### src/verilog/lsu_types_pkg.sv
/*
  core-side types of the load/store unit
  data_type_e: encodings 10 and 11 both select a byte access
  sign_ext_e: encoding 11 behaves like SIGN_EXT
  lsu_req_t is driven by the execute stage and must be stable while a request waits
*/
`default_nettype none

package lsu_types_pkg;

  localparam int unsigned XLEN = 32; // register width of the core

  // access size, 2'b11 is an alias of BYTE and is caught by default branches
  typedef enum logic [1:0] {
    WORD = 2'b00,
    HALF = 2'b01,
    BYTE = 2'b10
  } data_type_e;

  // fill mode for the upper bits of a load result
  typedef enum logic [1:0] {
    ZERO_EXT = 2'b00,
    SIGN_EXT = 2'b01, // 2'b11 falls back to sign extension
    ONE_EXT  = 2'b10
  } sign_ext_e;

  // request as it leaves the execute stage
  typedef struct packed {
    logic                we;           // store when set
    data_type_e          dtype;
    logic [XLEN-1:0]     wdata;        // store data, register aligned
    logic [1:0]          reg_offset;   // byte offset of the data inside the register
    sign_ext_e           sign_ext;
    logic [XLEN-1:0]     operand_a;    // base address
    logic [XLEN-1:0]     operand_b;    // address increment
    logic                addr_useincr; // a + b when set, a alone otherwise
    logic                misaligned;   // second part of a split access
  } lsu_req_t;

  // response context, captured when the memory grants
  typedef struct packed {
    data_type_e dtype;
    logic [1:0] offset;   // lane offset of the granted address
    sign_ext_e  sign_ext;
    logic       we;
  } rsp_ctx_t;

endpackage

`default_nettype wire

### src/verilog/mem_bus_pkg.sv
/*
  data bus of the load/store unit
  plain req/gnt/rvalid bus, one outstanding request, no response back-pressure
  the address field is always 32 bits, narrower LSU addresses are zero-extended
*/
`default_nettype none

package mem_bus_pkg;

  localparam int unsigned DATA_W      = 32;         // bus data width
  localparam int unsigned BE_W        = DATA_W / 8; // one enable per byte lane
  localparam int unsigned LANE_OFS_W  = 2;          // byte offset inside a bus word
  localparam int unsigned BUS_ADDR_W  = 32;         // address field of the request

  // request to memory, valid while data_req_o is high
  typedef struct packed {
    logic [BUS_ADDR_W-1:0] addr;
    logic                  we;
    logic [BE_W-1:0]       be;    // byte lanes written on a store
    logic [DATA_W-1:0]     wdata; // already rotated to the addressed lanes
  } mem_req_t;

endpackage

`default_nettype wire
### src/verilog/lsu_ctrl_fsm.sv
/*
  request/response controller of the load/store unit
  one request outstanding at most, a new one may go out with the previous rvalid
  no new request is issued while the execute stage is stalled after a grant
*/
`default_nettype none

module lsu_ctrl_fsm (
  input  logic clk,
  input  logic rst_n,
  input  logic data_req_ex_i,
  input  logic data_gnt_i,
  input  logic data_rvalid_i,
  input  logic data_err_i,
  input  logic ex_valid_i,
  output logic data_req_o,
  output logic lsu_ready_ex_o,
  output logic lsu_ready_wb_o,
  output logic busy_o
);

  typedef enum logic [1:0] {
    IDLE,
    WAIT_RVALID,          // request granted, response pending
    WAIT_RVALID_EX_STALL, // granted while ex was stalled
    IDLE_EX_STALL         // response back, ex still stalled
  } state_e;

  state_e state_q, state_d;

  always_ff @(posedge clk, negedge rst_n)
  begin
    if (!rst_n)
      state_q <= IDLE;
    else
      state_q <= state_d;
  end

  ////////////////////////////////////////////////////////////////////////////
  // next state and strobes

  always_comb
  begin
    state_d        = state_q;
    data_req_o     = 1'b0;
    lsu_ready_ex_o = 1'b1;
    lsu_ready_wb_o = 1'b1;

    case (state_q)
      IDLE:
      begin
        data_req_o = data_req_ex_i;
        if (data_req_ex_i)
        begin
          lsu_ready_ex_o = data_gnt_i || data_err_i; // held until granted
          if (data_gnt_i)
            state_d = ex_valid_i ? WAIT_RVALID : WAIT_RVALID_EX_STALL;
        end
      end

      WAIT_RVALID:
      begin
        lsu_ready_wb_o = data_rvalid_i; // wb stalls only on us
        if (data_rvalid_i)
        begin
          data_req_o = data_req_ex_i;   // back-to-back request
          if (data_req_ex_i)
          begin
            lsu_ready_ex_o = data_gnt_i || data_err_i;
            if (data_gnt_i)
              state_d = ex_valid_i ? WAIT_RVALID : WAIT_RVALID_EX_STALL;
            else
              state_d = IDLE;           // retry the request from IDLE
          end
          else
          begin
            state_d = IDLE;
          end
        end
      end

      WAIT_RVALID_EX_STALL:
      begin
        // no new request here, data is caught by the load path anyway
        if (data_rvalid_i)
          state_d = ex_valid_i ? IDLE : IDLE_EX_STALL;
        else if (ex_valid_i)
          state_d = WAIT_RVALID;        // stall gone, wait normally
      end

      IDLE_EX_STALL:
      begin
        if (ex_valid_i)
          state_d = IDLE;
      end

      default: state_d = IDLE;
    endcase
  end

  assign busy_o = (state_q != IDLE) || data_req_o;

endmodule

`default_nettype wire

### src/verilog/lsu_load_align.sv
/*
  load side of the load/store unit
  context is captured on every grant, data is aligned in the rvalid cycle
  a split load is assembled from the raw first response held in rdata_q
  data_rdata_ex_o is undefined until the first load has returned
*/
`default_nettype none

module lsu_load_align (
  input  logic                                    clk,
  input  logic                                    rst_n,
  input  logic                                    data_gnt_i,
  input  logic                                    data_rvalid_i,
  input  lsu_types_pkg::lsu_req_t                 ex_req_i,
  input  logic [mem_bus_pkg::LANE_OFS_W-1:0]      lane_ofs_i,
  input  logic                                    first_split_i,
  input  logic [mem_bus_pkg::DATA_W-1:0]          data_rdata_i,
  output logic [lsu_types_pkg::XLEN-1:0]          data_rdata_ex_o
);

  lsu_types_pkg::rsp_ctx_t            ctx_q;     // context of the outstanding access
  logic [mem_bus_pkg::DATA_W-1:0]     rdata_q;   // partial word or last result
  logic [lsu_types_pkg::XLEN-1:0]     word_asm;  // word, possibly joined across two words
  logic [15:0]                        half_raw;
  logic [7:0]                         byte_raw;
  logic [lsu_types_pkg::XLEN-1:0]     rdata_ext; // aligned and extended result

  // upper fill bit for the given extension mode
  function automatic logic fill_bit(input lsu_types_pkg::sign_ext_e mode, input logic msb);
    case (mode)
      lsu_types_pkg::ZERO_EXT: fill_bit = 1'b0;
      lsu_types_pkg::ONE_EXT:  fill_bit = 1'b1;
      default:                 fill_bit = msb; // SIGN_EXT and 2'b11
    endcase
  endfunction

  ////////////////////////////////////////////////////////////////////////////
  // response context

  always_ff @(posedge clk, negedge rst_n)
  begin
    if (!rst_n)
    begin
      ctx_q <= '0;
    end
    else if (data_gnt_i)
    begin
      ctx_q.dtype    <= ex_req_i.dtype;
      ctx_q.offset   <= lane_ofs_i;
      ctx_q.sign_ext <= ex_req_i.sign_ext;
      ctx_q.we       <= ex_req_i.we;
    end
  end

  ////////////////////////////////////////////////////////////////////////////
  // lane selection

  always_comb
  begin
    // words: the low lanes of this response go on top of the held upper lanes
    case (ctx_q.offset)
      2'b00: word_asm = data_rdata_i;
      2'b01: word_asm = {data_rdata_i[7:0],  rdata_q[31:8]};
      2'b10: word_asm = {data_rdata_i[15:0], rdata_q[31:16]};
      default: word_asm = {data_rdata_i[23:0], rdata_q[31:24]};
    endcase

    // halfwords, offset 3 only occurs as second part
    case (ctx_q.offset)
      2'b00: half_raw = data_rdata_i[15:0];
      2'b01: half_raw = data_rdata_i[23:8];
      2'b10: half_raw = data_rdata_i[31:16];
      default: half_raw = {data_rdata_i[7:0], rdata_q[31:24]};
    endcase

    byte_raw = data_rdata_i[8*ctx_q.offset +: 8];
  end

  ////////////////////////////////////////////////////////////////////////////
  // extension

  always_comb
  begin
    case (ctx_q.dtype)
      lsu_types_pkg::WORD: rdata_ext = word_asm;
      lsu_types_pkg::HALF:
        rdata_ext = {{16{fill_bit(ctx_q.sign_ext, half_raw[15])}}, half_raw};
      default:
        rdata_ext = {{24{fill_bit(ctx_q.sign_ext, byte_raw[7])}}, byte_raw};
    endcase
  end

  // first part keeps the raw word for assembly, otherwise keep the result
  always_ff @(posedge clk)
  begin
    if (data_rvalid_i && !ctx_q.we)
    begin
      if (first_split_i || ex_req_i.misaligned)
        rdata_q <= data_rdata_i;
      else
        rdata_q <= rdata_ext;
    end
  end

  assign data_rdata_ex_o = data_rvalid_i ? rdata_ext : rdata_q; // hold after rvalid

endmodule

`default_nettype wire

### src/verilog/lsu_request_path.sv
/*
  request side of the load/store unit, fully combinational
  ADDR_W may range from 2 to 32, upper address bits are cut off by the adder
  a split access needs the execute stage to reissue the second part at the next
  word with ex_req_i.misaligned set
*/
`default_nettype none

module lsu_request_path #(
  parameter int unsigned ADDR_W = 32
) (
  input  lsu_types_pkg::lsu_req_t                 ex_req_i,
  input  logic                                    data_req_ex_i,
  output mem_bus_pkg::mem_req_t                   mem_req_o,
  output logic [mem_bus_pkg::LANE_OFS_W-1:0]      lane_ofs_o,
  output logic                                    data_misaligned_o
);

  logic [ADDR_W-1:0]                    addr;      // effective address
  logic [mem_bus_pkg::LANE_OFS_W-1:0]   wdata_ofs; // lane rotation for store data
  logic [mem_bus_pkg::BE_W-1:0]         be;
  logic [mem_bus_pkg::DATA_W-1:0]       wdata_rot;

  ////////////////////////////////////////////////////////////////////////////
  // address generation

  assign addr = ex_req_i.addr_useincr ?
                ex_req_i.operand_a[ADDR_W-1:0] + ex_req_i.operand_b[ADDR_W-1:0] :
                ex_req_i.operand_a[ADDR_W-1:0];

  assign lane_ofs_o = addr[mem_bus_pkg::LANE_OFS_W-1:0];

  ////////////////////////////////////////////////////////////////////////////
  // byte enables

  always_comb
  begin
    case (ex_req_i.dtype)
      lsu_types_pkg::WORD:
      begin
        if (!ex_req_i.misaligned)
          be = 4'b1111 << lane_ofs_o;             // lanes from the offset upward
        else
          be = ~(4'b1111 << lane_ofs_o);          // the remaining low lanes, 0 never used
      end
      lsu_types_pkg::HALF:
      begin
        if (!ex_req_i.misaligned)
          be = (lane_ofs_o == 2'b11) ? 4'b1000 : (4'b0011 << lane_ofs_o);
        else
          be = 4'b0001;                            // upper byte of a split halfword
      end
      default: be = 4'b0001 << lane_ofs_o;        // byte, both encodings
    endcase
  end

  ////////////////////////////////////////////////////////////////////////////
  // store data rotation

  // address lane minus register lane, wraps modulo 4
  assign wdata_ofs = lane_ofs_o - ex_req_i.reg_offset;

  always_comb
  begin
    case (wdata_ofs)
      2'b00: wdata_rot = ex_req_i.wdata;
      2'b01: wdata_rot = {ex_req_i.wdata[23:0], ex_req_i.wdata[31:24]};
      2'b10: wdata_rot = {ex_req_i.wdata[15:0], ex_req_i.wdata[31:16]};
      default: wdata_rot = {ex_req_i.wdata[7:0], ex_req_i.wdata[31:8]};
    endcase
  end

  ////////////////////////////////////////////////////////////////////////////
  // split detection, only for the first part of an access

  always_comb
  begin
    data_misaligned_o = 1'b0;
    if (data_req_ex_i && !ex_req_i.misaligned)
    begin
      case (ex_req_i.dtype)
        lsu_types_pkg::WORD: data_misaligned_o = (lane_ofs_o != 2'b00);
        lsu_types_pkg::HALF: data_misaligned_o = (lane_ofs_o == 2'b11);
        default:             data_misaligned_o = 1'b0; // a byte never crosses a word
      endcase
    end
  end

  // bus request, upper address bits zero
  always_comb
  begin
    mem_req_o              = '0;
    mem_req_o.addr[ADDR_W-1:0] = addr;
    mem_req_o.we           = ex_req_i.we;
    mem_req_o.be           = be;
    mem_req_o.wdata        = wdata_rot;
  end

endmodule

`default_nettype wire

### src/verilog/lsu_top.sv
/*
  load/store unit of a 32-bit RISC-V core
  ADDR_W sets the width of the address adder, 2 to 32
  the execute stage reissues the second part of a split access itself
*/
`default_nettype none

module lsu_top #(
  parameter int unsigned ADDR_W = 32
) (
  input  logic                                clk,
  input  logic                                rst_n,

  // execute stage
  input  lsu_types_pkg::lsu_req_t             ex_req_i,
  input  logic                                data_req_ex_i,
  input  logic                                ex_valid_i,
  output logic [lsu_types_pkg::XLEN-1:0]      data_rdata_ex_o,
  output logic                                data_misaligned_o, // to the controller of the core
  output logic                                lsu_ready_ex_o,
  output logic                                lsu_ready_wb_o,
  output logic                                busy_o,

  // data memory
  output logic                                data_req_o,
  output mem_bus_pkg::mem_req_t               mem_req_o,
  input  logic                                data_gnt_i,
  input  logic                                data_rvalid_i,
  input  logic                                data_err_i,
  input  logic [mem_bus_pkg::DATA_W-1:0]      data_rdata_i
);

  logic [mem_bus_pkg::LANE_OFS_W-1:0] lane_ofs; // address offset, computed once

  ////////////////////////////////////////////////////////////////////////////
  // request side

  lsu_request_path #(
    .ADDR_W (ADDR_W)
  ) u_request_path (
    .ex_req_i          (ex_req_i),
    .data_req_ex_i     (data_req_ex_i),
    .mem_req_o         (mem_req_o),
    .lane_ofs_o        (lane_ofs),
    .data_misaligned_o (data_misaligned_o)
  );

  ////////////////////////////////////////////////////////////////////////////
  // response side

  lsu_load_align u_load_align (
    .clk             (clk),
    .rst_n           (rst_n),
    .data_gnt_i      (data_gnt_i),
    .data_rvalid_i   (data_rvalid_i),
    .ex_req_i        (ex_req_i),
    .lane_ofs_i      (lane_ofs),
    .first_split_i   (data_misaligned_o), // first part of a split load
    .data_rdata_i    (data_rdata_i),
    .data_rdata_ex_o (data_rdata_ex_o)
  );

  // handshake and stalls
  lsu_ctrl_fsm u_ctrl_fsm (
    .clk            (clk),
    .rst_n          (rst_n),
    .data_req_ex_i  (data_req_ex_i),
    .data_gnt_i     (data_gnt_i),
    .data_rvalid_i  (data_rvalid_i),
    .data_err_i     (data_err_i),
    .ex_valid_i     (ex_valid_i),
    .data_req_o     (data_req_o),
    .lsu_ready_ex_o (lsu_ready_ex_o),
    .lsu_ready_wb_o (lsu_ready_wb_o),
    .busy_o         (busy_o)
  );

endmodule

`default_nettype wire

### config.mk
export PLATFORM = sky130hd
export DESIGN_NAME = lsu_top
export DESIGN_NICKNAME = d
export VERILOG_FILES = /design/src/verilog/lsu_types_pkg.sv /design/src/verilog/mem_bus_pkg.sv /design/src/verilog/lsu_ctrl_fsm.sv /design/src/verilog/lsu_load_align.sv /design/src/verilog/lsu_request_path.sv /design/src/verilog/lsu_top.sv
export SDC_FILE = /design/constraint.sdc
export NUM_CORES = 1
export LEC_CHECK = 0
export BUFFER_PORTS_ARGS = -buffer_cell sky130_fd_sc_hd__buf_4
export CAP_MARGIN = 30
export CORE_AREA = 2 2 119 121
export CTS_BUF_LIST = sky130_fd_sc_hd__clkbuf_2 sky130_fd_sc_hd__clkbuf_4 sky130_fd_sc_hd__clkbuf_8
export DETAILED_ROUTE_END_ITERATION = 6
export DIE_AREA = 0 0 121 123
export GPL_TIMING_DRIVEN = 1
export PLACE_DENSITY = 0.84
export SLEW_MARGIN = 25
export SYNTH_ARGS = -nofsm -noshare
export SYNTH_HDL_FRONTEND = slang
export SYNTH_HIERARCHICAL = 1
export SYNTH_SLANG_ARGS = --single-unit
### constraint.sdc
create_clock -name clk -period 3.1 [get_ports clk]
set_clock_uncertainty 0.2 [all_clocks]
set_input_delay 0.31 -clock clk [delete_from_list [all_inputs] [get_ports clk]]
set_output_delay 0.31 -clock clk [all_outputs]
set_load 0.01 [all_outputs]
## Yosys cells after proc, flatten, opt, wreduce, memory -nomap -nowiden

Index checks and enable logic that the tools add are counted.

| storage, ports and cells | value |
|---|---|
| register bits | 41 |
| output and inout bits | 106 |
| bits of input ports | 144 |
| word-level logic and storage cells | 77 |

| cells by class | value |
|---|---|
| multiplexer cells | 32 |
| bitwise logic cells | 1 |
| shift operators | 4 |
| add/sub/neg operators | 2 |
| reductions and logical operators | 16 |
| equality and inequality tests | 16 |

Operators by type and width:

| kind | number |
|---|---|
| 32-bit one-hot mux with 3 select lines | 2 |
| 32-bit 2-to-1 mux | 3 |
| 32-bit one-hot mux with 2 select lines | 1 |
| 16-bit one-hot mux with 3 select lines | 1 |
| 32-bit adder | 1 |
| 32-bit by 6-bit indexed part select with 8-bit output | 1 |
| 2-bit 2-to-1 mux | 10 |
| 2-bit == test (second input constant) | 6 |
| 2-bit logical NOT | 6 |
| 4-bit 2-to-1 mux | 3 |
| 2-bit by 1-bit == test with 1-bit output (second input constant) | 5 |
| 1-bit one-hot mux with 2 select lines | 5 |
| 2-bit != test (second input constant) | 4 |
| 2-bit one-hot mux with 4 select lines | 1 |
| 4-bit one-hot mux with 2 select lines | 1 |
| 1-bit 2-to-1 mux | 5 |
| 5-bit AND reduction | 1 |
| 4-bit NOT | 1 |
| 2-bit nonzero test | 2 |
| 1-bit by 2-bit << shifter with 4-bit output (first input constant) | 1 |
| 2-bit by 2-bit << shifter with 4-bit output (first input constant) | 1 |
| 4-bit by 2-bit << shifter with 4-bit output (first input constant) | 1 |
| 1-bit logical OR | 3 |
| 3-bit != test (second input constant) | 1 |
| 3 further kinds | 5 |

## Depth between registers and ports, before layout

Gate-level depths: netlist of the first run.

| logic depth | value |
|---|---|
| depth after elaboration | 7 |
| gate-level depth with buffers | 14 |
| gate-level depth less buffers | 13 |

## Hierarchy

Netlist of the first run, hierarchy kept.

By module, submodules not included:

| module | cells an instance | times used | area each (sq um) |
|---|---|---|---|
| lsu_load_align | 486 | 1 | 3,908.7 |
| lsu_request_path | 395 | 1 | 3,020.4 |
| lsu_ctrl_fsm | 15 | 1 | 136.4 |

## Worst setup path before layout of the first run

Ideal clock, no wire load.

| timing path | value |
|---|---|
| path type | input to register |
| start point | input port ex_req_i[2] (netlist name) |
| end point | register u_load_align/rdata_q[12] (netlist name), data pin |
| path buffers | 2 |
| cell stages on the path | 13 |
| data arrival time | 3.038 ns |
| slack | -0.408 ns |
| required time | 2.630 ns |
| setup time | 0.270 ns |
| path through | ha_1 inv_1 fa_1 nand2_1 o21ai_2 inv_1 ha_1 a21oi_1 nor4b_1 or2_2 clkbuf_1 clkbuf_1 a22oi_2 |

| on the way | value |
|---|---|
| cells in the longest elaborated chain, start to end | 7 |
| elaborated cells between the ends (all ways) | 8 |

Ends and longest elaborated chain:

| what | RTL line | source |
|---|---|---|
| start, declared | lsu_top.sv:15 | `input lsu_types_pkg::lsu_req_t ex_req_i,` |
| 32-bit adder * | lsu_request_path.sv:28 | `ex_req_i.operand_a[ADDR_W-1:0] + ex_req_i.operand_b[ADDR_W-1:0] :` |
| 32-bit 2-to-1 mux * | lsu_request_path.sv:27 | `assign addr = ex_req_i.addr_useincr ?` |
| named net lane_ofs (one bit) | lsu_top.sv:33 | `logic [mem_bus_pkg::LANE_OFS_W-1:0] lane_ofs;` |
| 2-bit == test or 2-bit nonzero test (tied branches) | lsu_request_path.sv:83, lsu_request_path.sv:82 |  |
| 1-bit one-hot mux with 2 select lines * | lsu_request_path.sv:81 | `case (ex_req_i.dtype)` |
| 1-bit 2-to-1 mux * | lsu_request_path.sv:79 | `if (data_req_ex_i && !ex_req_i.misaligned)` |
| named net data_misaligned_o | lsu_top.sv:19 | `output logic data_misaligned_o,` |
| 1-bit logical OR * | lsu_load_align.sv:98 | `if (first_split_i \|\| ex_req_i.misaligned)` |
| 32-bit 2-to-1 mux * | lsu_load_align.sv:98 |  |
| end signal, assigned | lsu_load_align.sv:99 | `rdata_q <= data_rdata_i;` |
| end signal, assigned | lsu_load_align.sv:101 | `rdata_q <= rdata_ext;` |
| end, declared | lsu_load_align.sv:22 | `logic [mem_bus_pkg::DATA_W-1:0] rdata_q;` |

The timed path passes the listed nets; every way through them passes the cells marked *.
A chain may end at the register's enable or synchronous reset.

==> impl_metrics.xml, run 1 <==
<?xml version="1.0" encoding="UTF-8"?>
<metrics>
  <group name="finish">
    <metric name="seqCellArea" unit="sq mm">0.00119</metric>
    <metric name="final-instance-count-excl-fill" unit="">1325</metric>
    <metric name="finalInstanceArea" unit="sq mm">0.00972</metric>
    <metric name="final_cell_mix" unit="">buf_4, nor2_1, mux2i_1, nand2_1, a21oi_1</metric>
    <metric name="area_delta_synth_final" unit="%">37.6</metric>
    <metric name="multi_input_comb_area" unit="sq mm">0.00558</metric>
    <metric name="final_nets" unit="">1325</metric>
    <metric name="num-fill-cells" unit="">1007</metric>
    <metric name="fin_util" unit="%">71.4</metric>
    <metric name="post_route_cells_drive_above_1_share" unit="%">36.5</metric>
    <metric name="final_common_cell" unit="">buf_4</metric>
  </group>
  <group name="global_routing">
    <metric name="grt_pass1_vias" unit="">7609</metric>
    <metric name="grt_remaining_overflow" unit="">0</metric>
    <metric name="grt_start_max_net_pins" unit="">51</metric>
    <metric name="grt_usage" unit="%">29.8</metric>
    <metric name="grt_first_pass_wirelength" unit="um">36300</metric>
    <metric name="antenna_violations_before_repair" unit="">1</metric>
  </group>
  <group name="yosys">
    <metric name="ys_ff_latch" unit="">41</metric>
    <metric name="mappedNetlistNets" unit="">1078</metric>
    <metric name="synth_enable_flop_cells" unit="">32</metric>
    <metric name="mean_instance_size_in_the_synthesized_netlist" unit="sq um">7.89</metric>
    <metric name="yosys.cell_types.count" unit="">81</metric>
    <metric name="seq_area_frac_synth" unit="%">16.8</metric>
    <metric name="post_synth_inst_count" unit="">896</metric>
    <metric name="syn_area" unit="sq mm">0.00707</metric>
    <metric name="synth.area.top_cells" unit="">mux2i_1, edfxtp_1, nor2_1, ha_1, mux2_2</metric>
    <metric name="post-synth-top-area-fraction" unit="%">15.3</metric>
    <metric name="postSynth.asyncResetShare" unit="%">22.0</metric>
    <metric name="netlist.top_cell.by_area" unit="">mux2i_1</metric>
    <metric name="ys.flop_type" unit="">edfxtp_1</metric>
    <metric name="synth-warning-count" unit="">6</metric>
  </group>
  <group name="worst_setup_path">
    <metric name="cp_data_arrival_time" unit="ns">2.65</metric>
    <metric name="critical-path-top-delay-family" unit="">simple AND/OR/NAND/NOR gates</metric>
    <metric name="critical_path.cell_chain" unit="">buf_8, ha_4, inv_2, fa_2, nor2b_2, o31a_1, o211ai_1, a31oi_2, buf_4, o21ai_4, or4_4, nand3_2, buf_6</metric>
    <metric name="setup.worst_path.start_class" unit="">input port</metric>
    <metric name="crit_required" unit="ns">2.59</metric>
    <metric name="crit_path_max_incr_delay" unit="ns">0.52</metric>
    <metric name="path_buf_inv" unit="">4</metric>
    <metric name="timing_worst_setup_path_type" unit="">in -&gt; out</metric>
    <metric name="largest_fanout_on_the_critical_path" unit="">3</metric>
    <metric name="critical_path.endpoint_type" unit="">primary output</metric>
    <metric name="cp_slowest_cell" unit="">or4_4</metric>
  </group>
  <group name="floorplanning">
    <metric name="floorplan.die.width" unit="um">121</metric>
    <metric name="design.core.area" unit="sq mm">0.0136</metric>
    <metric name="io_pins" unit="">250</metric>
    <metric name="row_count" unit="">43</metric>
    <metric name="fp.dieH" unit="um">123</metric>
    <metric name="floorplan.initialDensity" unit="%">51.9</metric>
    <metric name="area_enclosed_by_the_die_boundary" unit="sq mm">0.0149</metric>
  </group>
  <group name="routing">
    <metric name="drtPass1Iterations" unit="">6</metric>
    <metric name="remaining_design_rule_violation_count" unit="">0</metric>
    <metric name="wl_per_cell" unit="um">18.1</metric>
    <metric name="routed-via-count" unit="">8170</metric>
    <metric name="avgViaCountPerCell" unit="">6.17</metric>
    <metric name="drt_wl_total" unit="um">23900</metric>
    <metric name="drt.antenna.violating_nets" unit="">0</metric>
    <metric name="drt_iter0_drc" unit="">840</metric>
  </group>
  <group name="timing">
    <metric name="whs" unit="ns">0.0312</metric>
    <metric name="layout_worst_path_cycle_share" unit="%">102</metric>
    <metric name="final-setup-viol-count" unit="">3</metric>
    <metric name="time_the_final_worst_path_needs_with_i_o_delays_and_setup" unit="ns">3.16</metric>
    <metric name="worst-slew-pin-transition" unit="ns">0.886</metric>
    <metric name="fmax" unit="MHz">317</metric>
    <metric name="unrepaired_setup_endpoints_after_global_routing" unit="">true</metric>
    <metric name="slew_violations" unit="">0</metric>
    <metric name="worst_slew_margin_rel" unit="%">40.9</metric>
    <metric name="final_hold_viol_count" unit="">0</metric>
    <metric name="finalWorstSetupSlack" unit="ns">-0.0567</metric>
  </group>
  <group name="clock_network">
    <metric name="clock_tree.root_cell" unit="">clkbuf_8</metric>
    <metric name="clock_insertion_delay_worst_skew" unit="ns">0.31</metric>
    <metric name="cts.path.max_buffers" unit="">2</metric>
    <metric name="tritoncts.num_buffers" unit="">5</metric>
    <metric name="cts_tree" unit="">built</metric>
    <metric name="ctsHtreeMaxLevel" unit="">2</metric>
    <metric name="cts.clk_slew.worst_paths" unit="ns">0.08</metric>
    <metric name="cts.sinks" unit="">41</metric>
  </group>
  <group name="placement">
    <metric name="portBuffers" unit="">249</metric>
    <metric name="dpl_hpwl" unit="um">18200</metric>
    <metric name="postPlaceCellArea" unit="sq mm">0.00935</metric>
    <metric name="placed_cells" unit="">1311</metric>
    <metric name="gp_congestion" unit="">0.953</metric>
    <metric name="detailedPlace.worstSlack" unit="ns">-0.170</metric>
  </group>
  <group name="worst_hold_path">
    <metric name="hold_path.class" unit="">in -&gt; reg</metric>
  </group>
  <group name="job">
    <metric name="drv.max_cap_violation_count" unit="">0</metric>
  </group>
  <group name="run_status">
    <metric name="run_status" unit="">finished, violations left</metric>
    <metric name="failed_checks" unit="">setup timing</metric>
  </group>
  <group name="pwr">
    <metric name="leakagePower" unit="uW">0.00448</metric>
    <metric name="power.ir.vdd_worst" unit="mV">0.276</metric>
    <metric name="pwr_density_cell" unit="mW/mm^2">377</metric>
  </group>
</metrics>
-- metal layers --
layer,routed length (um),GRT usage [%],up-vias
li1,-,-,3860
met1,9080,36.6,3741
met2,11600,51.8,501
met3,2330,4.84,68
met4,940,12.5,0
met5,0,0,-
-- what timing repair did --
| action | in CTS | in global routing |
|---|---|---|
| gates resized for setup | 17 | 28 |
| endpoints found under the setup margin | 9 | 24 |
| buffers inserted | 3 | 1 |
| cloned | 0 | 0 |
| hold buffers | 2 | 0 |
| pin swaps | 8 | 17 |
| hold endpoints to repair | 10 | 0 |
-- worst register-to-register path: stages (launching register included) --
cell     delay [ns]
dfrtp_4        0.56
mux4_2         0.60
o21ai_2        0.18
buf_4          0.17
and2_1         0.42
o22ai_1        0.17
-- cell usage after synthesis, types with 8 or more instances --
cell type	n
mux2_2	23
edfxtp_1	32
buf_4	9
ha_1	37
nor3_1	13
nor2b_1	15
a31oi_1	37
mux2i_1	108
clkbuf_1	37
inv_1	31
o31ai_1	19
xnor2_1	14
o21ai_1	8
a211oi_1	12
o21bai_1	11
o21ai_0	28
dfrtp_1	9
nand2_1	58
o22ai_1	22
nor2_1	129
nand3_1	24
a21o_1	12
a21oi_1	45
a221oi_1	10
buf_2	21
-- power by group --
group / internal (uW) / switching [uW]
clock network: 242 / 216
logic: 1210 / 1270
registers: 666 / 57.8
-- cell families after synthesis --
| logic type | share of synthesized area, % |
|---|---|
| xor+xnor | 2.59 |
| flops | 16.8 |
| fa+ha+maj | 6.84 |
| buf+inv | 7.12 |
| simple gates | 18.8 |
| compound gates | 26.7 |
| mux | 21.2 |
-- metrics by stage --
stage | TNS, ns | power, uW
detailed placement | -0.887 | 3120
global route | -0.602 | 3880
global placement | -0.444 | 3070
floorplan | 0 | 2190
CTS | -0.0696 | 3610
finish | -0.0749 | 3670
-- layout make-up --
class                      instances  area share [%]
antenna                            1          0.0257
clock buffer                       5           0.708
clock inverter                     3           0.463
inverter                          31            1.20
multi-input combinational        748            57.4
sequential                        41            12.2
tap                              180            2.32
timing repair buffer             316            25.7
-- final timing paths --
check	from	to	slack [ns]	depth (start not counted)
worst min register to register	u_load_align/ctx_q[0]$_DFFE_PN0P_	u_load_align/ctx_q[0]$_DFFE_PN0P_	0.35	1
worst max-delay path	ex_req_i[2]	mem_req_o[59]	-0.06	13
max in group asynchronous	rst_n	u_load_align/ctx_q[4]$_DFFE_PN0P_	2.39	2
worst min-delay path	ex_req_i[66]	u_load_align/ctx_q[1]$_DFFE_PN0P_	0.03	3
worst max register to register	u_load_align/ctx_q[4]$_DFFE_PN0P_	u_load_align/rdata_q[9]$_DFFE_PP_	0.55	5
min in group asynchronous	rst_n	u_load_align/ctx_q[0]$_DFFE_PN0P_	0.16	2
-- registers in the layout, summed over array words and instances, names as in the netlist --
| signal | cells |
|---|---|
| u_ctrl_fsm/state_q | 2 |
| u_load_align/rdata_q | 32 |
| u_load_align/ctx_q | 7 |
Power figures use the tool's default switching activity.
==> run 2: changes to the inputs <==
==> constraint.sdc (replaced) <==
create_clock -name clk -period 3.1 [get_ports clk]
set_clock_uncertainty 0.2 [all_clocks]
set_input_delay 0.155 -clock clk [delete_from_list [all_inputs] [get_ports clk]]
set_output_delay 0.155 -clock clk [all_outputs]
set_load 0.01 [all_outputs]
==> run 2 against run 1 <==
  * The flow now finishes without violations
  * Via count fell by 1.9%
  * Global-route usage increased by 1.1 points
  * Setup slack improved by 0.17 ns
  * Utilization shrank 2.4 points
  * Maximum frequency up 5.6%
  * Final cell count is 1.4% lower
  * Hold slack worse by 0.017 ns
  * Sequential share of layout area increased by 0.43 points
  * Die area did not move
  * Largest cell class unchanged
  * Wire length is 0.20% lower
==> impl_metrics.xml, run 2 (synthesis gave the netlist of run 1 again) <==
<?xml version="1.0" encoding="UTF-8"?>
<metrics>
  <group name="run_status">
    <metric name="run_status" unit="">completed</metric>
  </group>
  <group name="routing">
    <metric name="avgViaCountPerCell" unit="">6.13</metric>
    <metric name="wl_per_cell" unit="um">18.3</metric>
    <metric name="remaining_design_rule_violation_count" unit="">0</metric>
    <metric name="routed-via-count" unit="">8017</metric>
    <metric name="drt_wl_total" unit="um">23900</metric>
    <metric name="drt_iter0_drc" unit="">881</metric>
    <metric name="drtPass1Iterations" unit="">5</metric>
    <metric name="drt.antenna.violating_nets" unit="">0</metric>
  </group>
  <group name="placement">
    <metric name="portBuffers" unit="">249</metric>
    <metric name="dpl_hpwl" unit="um">17900</metric>
    <metric name="placed_cells" unit="">1280</metric>
    <metric name="gp_congestion" unit="">0.945</metric>
  </group>
  <group name="worst_setup_path">
    <metric name="critical_path.cell_chain" unit="">buf_4, ha_1, inv_1, fa_2, nor2b_2, o31a_1, o211ai_1, a31oi_2, o2111ai_2, o2111a_1, a221o_1, buf_4</metric>
    <metric name="cp_data_arrival_time" unit="ns">2.63</metric>
    <metric name="path_buf_inv" unit="">3</metric>
    <metric name="setup.worst_path.start_class" unit="">input port</metric>
    <metric name="reg2reg_setup_slack" unit="ns">0.59</metric>
    <metric name="critical_path.endpoint_type" unit="">primary output</metric>
    <metric name="timing_worst_setup_path_type" unit="">in -&gt; out</metric>
    <metric name="reg2reg_depth" unit="">6</metric>
    <metric name="path_length_in_cells_of_the_critical_path" unit="">12</metric>
    <metric name="critical_path.reg2reg.endpoint" unit="">u_load_align/rdata_q[29]$_DFFE_PP_</metric>
    <metric name="largest_fanout_on_the_critical_path" unit="">4</metric>
    <metric name="crit_required" unit="ns">2.74</metric>
    <metric name="crit_path_max_incr_delay" unit="ns">0.37</metric>
    <metric name="critical_path.endpoint" unit="">mem_req_o[67]</metric>
    <metric name="cp-startpoint" unit="">ex_req_i[34]</metric>
    <metric name="critical-path-top-delay-family" unit="">compound AO/OA/AOI/OAI gates</metric>
    <metric name="cp_slowest_cell" unit="">fa_2</metric>
    <metric name="path_common_cell" unit="">buf_4</metric>
    <metric name="reg2reg_from" unit="">u_load_align/ctx_q[6]$_DFFE_PN0P_</metric>
  </group>
  <group name="floorplanning">
    <metric name="area_enclosed_by_the_die_boundary" unit="sq mm">0.0149</metric>
    <metric name="floorplan.die.width" unit="um">121</metric>
    <metric name="io_pins" unit="">250</metric>
    <metric name="row_count" unit="">43</metric>
    <metric name="fp.dieH" unit="um">123</metric>
    <metric name="design.core.area" unit="sq mm">0.0136</metric>
    <metric name="floorplan.initialDensity" unit="%">51.9</metric>
  </group>
  <group name="timing">
    <metric name="time_the_final_worst_path_needs_with_i_o_delays_and_setup" unit="ns">2.99</metric>
    <metric name="final_hold_viol_count" unit="">0</metric>
    <metric name="layout_worst_path_cycle_share" unit="%">96.4</metric>
    <metric name="worst-slew-pin-transition" unit="ns">0.758</metric>
    <metric name="fmax" unit="MHz">335</metric>
    <metric name="final-setup-viol-count" unit="">0</metric>
    <metric name="unrepaired_setup_endpoints_after_global_routing" unit="">false</metric>
    <metric name="worst_slew_margin_rel" unit="%">49.5</metric>
    <metric name="whs" unit="ns">0.0146</metric>
    <metric name="slew_violations" unit="">0</metric>
  </group>
  <group name="clock_network">
    <metric name="clock_tree.root_cell" unit="">clkbuf_8</metric>
    <metric name="cts.sinks" unit="">41</metric>
    <metric name="cts.path.max_buffers" unit="">2</metric>
    <metric name="cts.clk_slew.worst_paths" unit="ns">0.09</metric>
    <metric name="ctsHtreeMaxLevel" unit="">2</metric>
    <metric name="clock_insertion_delay_worst_skew" unit="ns">0.30</metric>
    <metric name="tritoncts.num_buffers" unit="">5</metric>
    <metric name="cts_tree" unit="">built</metric>
  </group>
  <group name="global_routing">
    <metric name="met2_usage" unit="%">55.1</metric>
    <metric name="grt_first_pass_wirelength" unit="um">37700</metric>
    <metric name="antenna_violations_before_repair" unit="">0</metric>
    <metric name="grt_remaining_overflow" unit="">0</metric>
    <metric name="grt_usage" unit="%">30.9</metric>
    <metric name="grt_busiest_layer" unit="">met2</metric>
    <metric name="global_route.usage.met3" unit="%">6.55</metric>
    <metric name="grt.met1_usage" unit="%">37.4</metric>
    <metric name="grt_start_max_net_pins" unit="">114</metric>
    <metric name="grt_pass1_vias" unit="">7691</metric>
  </group>
  <group name="pwr">
    <metric name="power_after_layout" unit="uW">3510</metric>
    <metric name="seq_power_share" unit="%">20.5</metric>
    <metric name="comb_power_share" unit="%">68.2</metric>
    <metric name="leakagePower" unit="uW">0.00432</metric>
    <metric name="p_clk_share" unit="%">11.4</metric>
    <metric name="power_switching" unit="uW">1510</metric>
    <metric name="pwr_density_cell" unit="mW/mm^2">374</metric>
    <metric name="power.ir.vdd_worst" unit="mV">0.291</metric>
    <metric name="switching_share_of_power" unit="%">43.0</metric>
    <metric name="internal-power" unit="uW">2000</metric>
  </group>
  <group name="finish">
    <metric name="area_delta_synth_final" unit="%">33.0</metric>
    <metric name="insertedDiodeCount" unit="">0</metric>
    <metric name="biggestRegsByFlops" unit="">u_load_align/rdata_q x32, u_load_align/ctx_q x7, u_ctrl_fsm/state_q x2</metric>
    <metric name="final_cell_mix" unit="">buf_4, nor2_1, mux2i_1, nand2_1, a21oi_1</metric>
    <metric name="final_common_cell" unit="">buf_4</metric>
    <metric name="final-instance-count-excl-fill" unit="">1307</metric>
    <metric name="largest_register_ffs" unit="">32</metric>
    <metric name="post_route_cells_drive_above_1_share" unit="%">32.2</metric>
    <metric name="multi_input_comb_area" unit="sq mm">0.00543</metric>
    <metric name="final_nets" unit="">1308</metric>
    <metric name="top_register" unit="">u_load_align/rdata_q</metric>
    <metric name="seqCellArea" unit="sq mm">0.00119</metric>
    <metric name="num-fill-cells" unit="">1112</metric>
  </group>
  <group name="job">
    <metric name="drv.max_cap_violation_count" unit="">0</metric>
  </group>
  <group name="worst_hold_path">
    <metric name="hold_path.class" unit="">in -&gt; async</metric>
  </group>
</metrics>
run 2: final cells by class:
type                       instances  share of cell area (%)
inverter                          31                    1.24
clock buffer                       7                   0.959
clock inverter                     1                  0.0666
tap                              180                    2.40
timing repair buffer             299                    24.9
multi-input combinational        748                    57.8
sequential                        41                    12.7
run 2: power groups by stage:
stage                     sequential [uW]  combinational [uW]  clock, uW
after detailed placement              729                2340          0
after CTS                             717                2370        399
after global routing                  725                2580        419
final                                 719                2400        399
after global placement                726                2300          0
after floorplan                       703                1490          0
run 2: per-layer routing:
metal  vias up  wire length, um
met2       434            12000
met4         0              599
li1       3823                -
met1      3711             9020
met3        49             2300
met5         -                0
run 2: through the flow:
step / instance area [sq um] / utilization (%) / setup TNS [ns] / setup WS [ns]
5_1_grt: 9400 / 69.0 / 0 / 0.0105
4_1_cts: 9370 / 68.8 / 0 / 0.0283
6_report: 9400 / 69.0 / 0 / 0.112
3_3_place_gp: 9080 / 66.7 / -0.0148 / -0.00795
2_1_floorplan: 7070 / - / 0 / 0.0193
3_5_place_dp: 9090 / 66.8 / -1.51 / -0.108
run 2: worst register-to-register path: stages, from the launching register on:
cell and delay, ns:
dfrtp_1 0.65, buf_4 0.34, inv_1 0.22, and4_1 0.27, a21oi_2 0.14, buf_4 0.29
a31oi_1 0.14
run 2: how the worst min path moves through the flow:
stage | from | end | slack [ns] | cells past startpoint
floorplan | rst_n | u_ctrl_fsm/state_q[0]$_DFFE_PN0P_ | -0.34 | 0
global placement | rst_n | u_load_align/ctx_q[0]$_DFFE_PN0P_ | -0.22 | 1
detailed placement | rst_n | u_load_align/ctx_q[0]$_DFFE_PN0P_ | -0.21 | 1
CTS | rst_n | u_load_align/ctx_q[0]$_DFFE_PN0P_ | 0.009 | 2
global route | rst_n | u_load_align/ctx_q[0]$_DFFE_PN0P_ | 0.007 | 2
finish | rst_n | u_load_align/ctx_q[0]$_DFFE_PN0P_ | 0.01 | 2
run 2: what timing repair did:
item / 4_1_cts / 5_1_grt
setup buffers: 0 / 1
setup endpoints to repair: 1 / 3
hold buffers: 18 / 0
cloned: 0 / 0
pin swaps: 1 / 3
gates resized for setup: 0 / 4
endpoints found under the hold margin: 22 / 0
==> run 3: changes to the inputs <==
--- a/config.mk
+++ b/config.mk
@@ -7,12 +7,12 @@
 export LEC_CHECK = 0
 export BUFFER_PORTS_ARGS = -buffer_cell sky130_fd_sc_hd__buf_4
 export CAP_MARGIN = 30
-export CORE_AREA = 2 2 119 121
+export CORE_AREA = 2 2 117 119
 export CTS_BUF_LIST = sky130_fd_sc_hd__clkbuf_2 sky130_fd_sc_hd__clkbuf_4 sky130_fd_sc_hd__clkbuf_8
 export DETAILED_ROUTE_END_ITERATION = 6
-export DIE_AREA = 0 0 121 123
-export GPL_TIMING_DRIVEN = 1
-export PLACE_DENSITY = 0.84
+export DIE_AREA = 0 0 119 121
+export GPL_TIMING_DRIVEN = 0
+export PLACE_DENSITY = 0.86
 export SLEW_MARGIN = 25
 export SYNTH_ARGS = -nofsm -noshare
 export SYNTH_HDL_FRONTEND = slang
==> constraint.sdc (replaced) <==
create_clock -name clk -period 3.7 [get_ports clk]
set_clock_uncertainty 0.2 [all_clocks]
set_input_delay 0.185 -clock clk [delete_from_list [all_inputs] [get_ports clk]]
set_output_delay 0.185 -clock clk [all_outputs]
set_load 0.01 [all_outputs]
==> run 3 against run 2 <==
  * Setup slack improved by 0.26 ns
  * Non-clock buffer count rose by 34
  * Sequential share of layout area barely moved
  * Critical path depth did not move
  * Clock power fell by 23%
  * Sequential cell count did not move
  * First-iteration DRC count rose by 28%
  * Total power fell by 15%
  * Wire length rose by 16%
  * Utilization rose by 2.5 points
  * Cell area fell by 0.41%
  * Sequential power fell by 17%
  * Highest routed layer unchanged
==> impl_metrics.xml, run 3 (synthesis gave the netlist of run 1 again) <==
<?xml version="1.0" encoding="UTF-8"?>
<metrics>
  <group name="worst_setup_path">
    <metric name="cp_data_arrival_time" unit="ns">2.94</metric>
    <metric name="critical-path-top-delay-family" unit="">buffers and inverters</metric>
    <metric name="critical_path.endpoint_type" unit="">primary output</metric>
    <metric name="path_buf_inv" unit="">5</metric>
    <metric name="reg2reg_from" unit="">u_load_align/ctx_q[6]$_DFFE_PN0P_</metric>
    <metric name="crit_path_max_incr_delay" unit="ns">0.39</metric>
    <metric name="crit_required" unit="ns">3.31</metric>
    <metric name="path_common_cell" unit="">buf_4</metric>
    <metric name="timing_worst_setup_path_type" unit="">in -&gt; out</metric>
    <metric name="reg2reg_setup_slack" unit="ns">1.05</metric>
    <metric name="reg2reg_depth" unit="">6</metric>
    <metric name="cp_slowest_cell" unit="">xnor2_1</metric>
    <metric name="largest_fanout_on_the_critical_path" unit="">10</metric>
    <metric name="critical_path.reg2reg.endpoint" unit="">u_load_align/rdata_q[31]$_DFFE_PP_</metric>
    <metric name="setup.worst_path.start_class" unit="">input port</metric>
    <metric name="critical_path.cell_chain" unit="">buf_4, ha_1, mux2_2, inv_1, ha_1, xnor2_1, xnor2_1, buf_2, buf_4, mux2i_1, mux2i_1, buf_4</metric>
  </group>
  <group name="finish">
    <metric name="post_route_cells_drive_above_1_share" unit="%">31.4</metric>
    <metric name="final_nets" unit="">1342</metric>
    <metric name="insertedDiodeCount" unit="">0</metric>
    <metric name="final-instance-count-excl-fill" unit="">1337</metric>
    <metric name="fin_util" unit="%">71.5</metric>
    <metric name="final_cell_mix" unit="">buf_4, nor2_1, mux2i_1, nand2_1, a21oi_1</metric>
    <metric name="area_delta_synth_final" unit="%">32.4</metric>
    <metric name="final_common_cell" unit="">buf_4</metric>
    <metric name="top_register" unit="">u_load_align/rdata_q</metric>
    <metric name="biggestRegsByFlops" unit="">u_load_align/rdata_q x32, u_load_align/ctx_q x7, u_ctrl_fsm/state_q x2</metric>
    <metric name="largest_register_ffs" unit="">32</metric>
  </group>
  <group name="worst_hold_path">
    <metric name="min-delay-start" unit="">data_rdata_i[5]</metric>
    <metric name="hold_path.class" unit="">in -&gt; reg</metric>
    <metric name="min_delay_path_depth" unit="">3</metric>
    <metric name="holdPathEnd" unit="">u_load_align/rdata_q[5]$_DFFE_PP_</metric>
  </group>
  <group name="pwr">
    <metric name="power.ir.vdd_worst" unit="mV">0.246</metric>
    <metric name="leakagePower" unit="uW">0.00432</metric>
    <metric name="power_after_layout" unit="uW">2990</metric>
    <metric name="pwr_density_cell" unit="mW/mm^2">320</metric>
  </group>
  <group name="routing">
    <metric name="remaining_design_rule_violation_count" unit="">0</metric>
    <metric name="drt_iter0_drc" unit="">1127</metric>
    <metric name="wl_per_cell" unit="um">20.6</metric>
    <metric name="avgViaCountPerCell" unit="">6.38</metric>
    <metric name="drtPass1Iterations" unit="">7</metric>
    <metric name="routed-via-count" unit="">8525</metric>
    <metric name="drt.antenna.violating_nets" unit="">0</metric>
    <metric name="drt_wl_total" unit="um">27600</metric>
  </group>
  <group name="clock_network">
    <metric name="clock_insertion_delay_worst_skew" unit="ns">0.30</metric>
    <metric name="clock_tree.root_cell" unit="">clkbuf_8</metric>
    <metric name="cts_tree" unit="">built</metric>
    <metric name="cts.clk_slew.worst_paths" unit="ns">0.08</metric>
    <metric name="cts.sinks" unit="">41</metric>
    <metric name="tritoncts.num_buffers" unit="">5</metric>
    <metric name="cts.path.max_buffers" unit="">2</metric>
    <metric name="post-cts-setup-buffer-count" unit="">0</metric>
    <metric name="ctsHtreeMaxLevel" unit="">2</metric>
  </group>
  <group name="timing">
    <metric name="fin_tns_setup" unit="ns">0</metric>
    <metric name="final-setup-viol-count" unit="">0</metric>
    <metric name="final_hold_viol_count" unit="">0</metric>
    <metric name="slew_violations" unit="">0</metric>
    <metric name="worst-slew-pin-transition" unit="ns">0.767</metric>
    <metric name="worst_slew_margin_rel" unit="%">48.9</metric>
    <metric name="whs" unit="ns">0.0193</metric>
    <metric name="unrepaired_setup_endpoints_after_global_routing" unit="">false</metric>
    <metric name="time_the_final_worst_path_needs_with_i_o_delays_and_setup" unit="ns">3.32</metric>
    <metric name="layout_worst_path_cycle_share" unit="%">89.8</metric>
    <metric name="fmax" unit="MHz">301</metric>
  </group>
  <group name="global_routing">
    <metric name="grt_first_pass_wirelength" unit="um">42200</metric>
    <metric name="grt_remaining_overflow" unit="">0</metric>
    <metric name="antenna_violations_before_repair" unit="">0</metric>
    <metric name="grt_pass1_vias" unit="">7968</metric>
    <metric name="grt_usage" unit="%">36.6</metric>
    <metric name="grt_start_max_net_pins" unit="">18</metric>
  </group>
  <group name="placement">
    <metric name="placed_cells" unit="">1321</metric>
    <metric name="dpl_hpwl" unit="um">22600</metric>
    <metric name="gp_congestion" unit="">0.977</metric>
    <metric name="portBuffers" unit="">248</metric>
  </group>
  <group name="floorplanning">
    <metric name="row_count" unit="">42</metric>
    <metric name="floorplan.die.width" unit="um">119</metric>
    <metric name="floorplan.initialDensity" unit="%">54.0</metric>
    <metric name="design.core.area" unit="sq mm">0.0131</metric>
    <metric name="io_pins" unit="">250</metric>
    <metric name="area_enclosed_by_the_die_boundary" unit="sq mm">0.0144</metric>
    <metric name="fp.dieH" unit="um">121</metric>
  </group>
  <group name="job">
    <metric name="drv.max_cap_violation_count" unit="">0</metric>
  </group>
  <group name="run_status">
    <metric name="run_status" unit="">completed</metric>
  </group>
</metrics>
## run 3: worst reg2reg max path, cell delays in order, from the launching register on
cell and delay (ns):
dfrtp_1 0.33, clkbuf_1 0.34, inv_1 0.28, and4_1 0.29
a21oi_1 0.43, buf_2 0.36, a31oi_1 0.14
## run 3: what timing repair did
item / CTS / global route
resized for setup: 2 / 6
hold endpoints to repair: 15 / 0
hold buffers: 8 / 0
setup endpoints to repair: 11 / 30
## run 3: how the worst max path moves through the flow
stage | start | slack [ns] | endpoint | depth (start not counted)
global placement | ex_req_i[2] | -0.28 | u_load_align/rdata_q[0]$_DFFE_PP_ | 14
floorplan | ex_req_i[2] | 0.32 | u_load_align/rdata_q[12]$_DFFE_PP_ | 13
detailed placement | ex_req_i[2] | -0.35 | u_load_align/rdata_q[0]$_DFFE_PP_ | 14
CTS | ex_req_i[2] | 0.04 | u_load_align/rdata_q[12]$_DFFE_PP_ | 14
global route | ex_req_i[2] | 0.10 | u_load_align/rdata_q[29]$_DFFE_PP_ | 14
finish | ex_req_i[2] | 0.38 | mem_req_o[7] | 12
## run 3: layout make-up
cell class / instances / area [sq um]
plain buffers: 75 / 389
clock buffers: 5 / 68.8
clock inverters: 3 / 17.5
fillers: 1074 / 3730
inverters: 31 / 116
multi-input cells: 748 / 5380
flip-flops and latches: 41 / 1190
well taps: 176 / 220
repair buffers: 258 / 1970
## run 3: per-layer routing
layer  up-vias  routed length, um  GRT usage (%)
li1       3900                  -              -
met1      3958              11100           48.3
met2       588              12300           57.7
met3        79               3210           9.26
met4         0                997           14.1
met5         -                  0              0
## run 3: through the flow
stage | instance area (sq um) | worst slack [ns]
after floorplan | 7070 | 0.317
final | 9360 | 0.376
after CTS | 9350 | 0.0361
after global placement | 9150 | -0.278
after global routing | 9360 | 0.105
after detailed placement | 9180 | -0.350
## run 3: power breakdown
| part | internal, uW | leakage (uW) | total (uW) | switching, uW |
|---|---|---|---|---|
| clock | 131 | 0.0000455 | 306 | 175 |
| sequential | 556 | 0.000408 | 596 | 39.7 |
| combinational | 953 | 0.00387 | 2090 | 1140 |
| total | 1640 | 0.00432 | 2990 | 1350 |
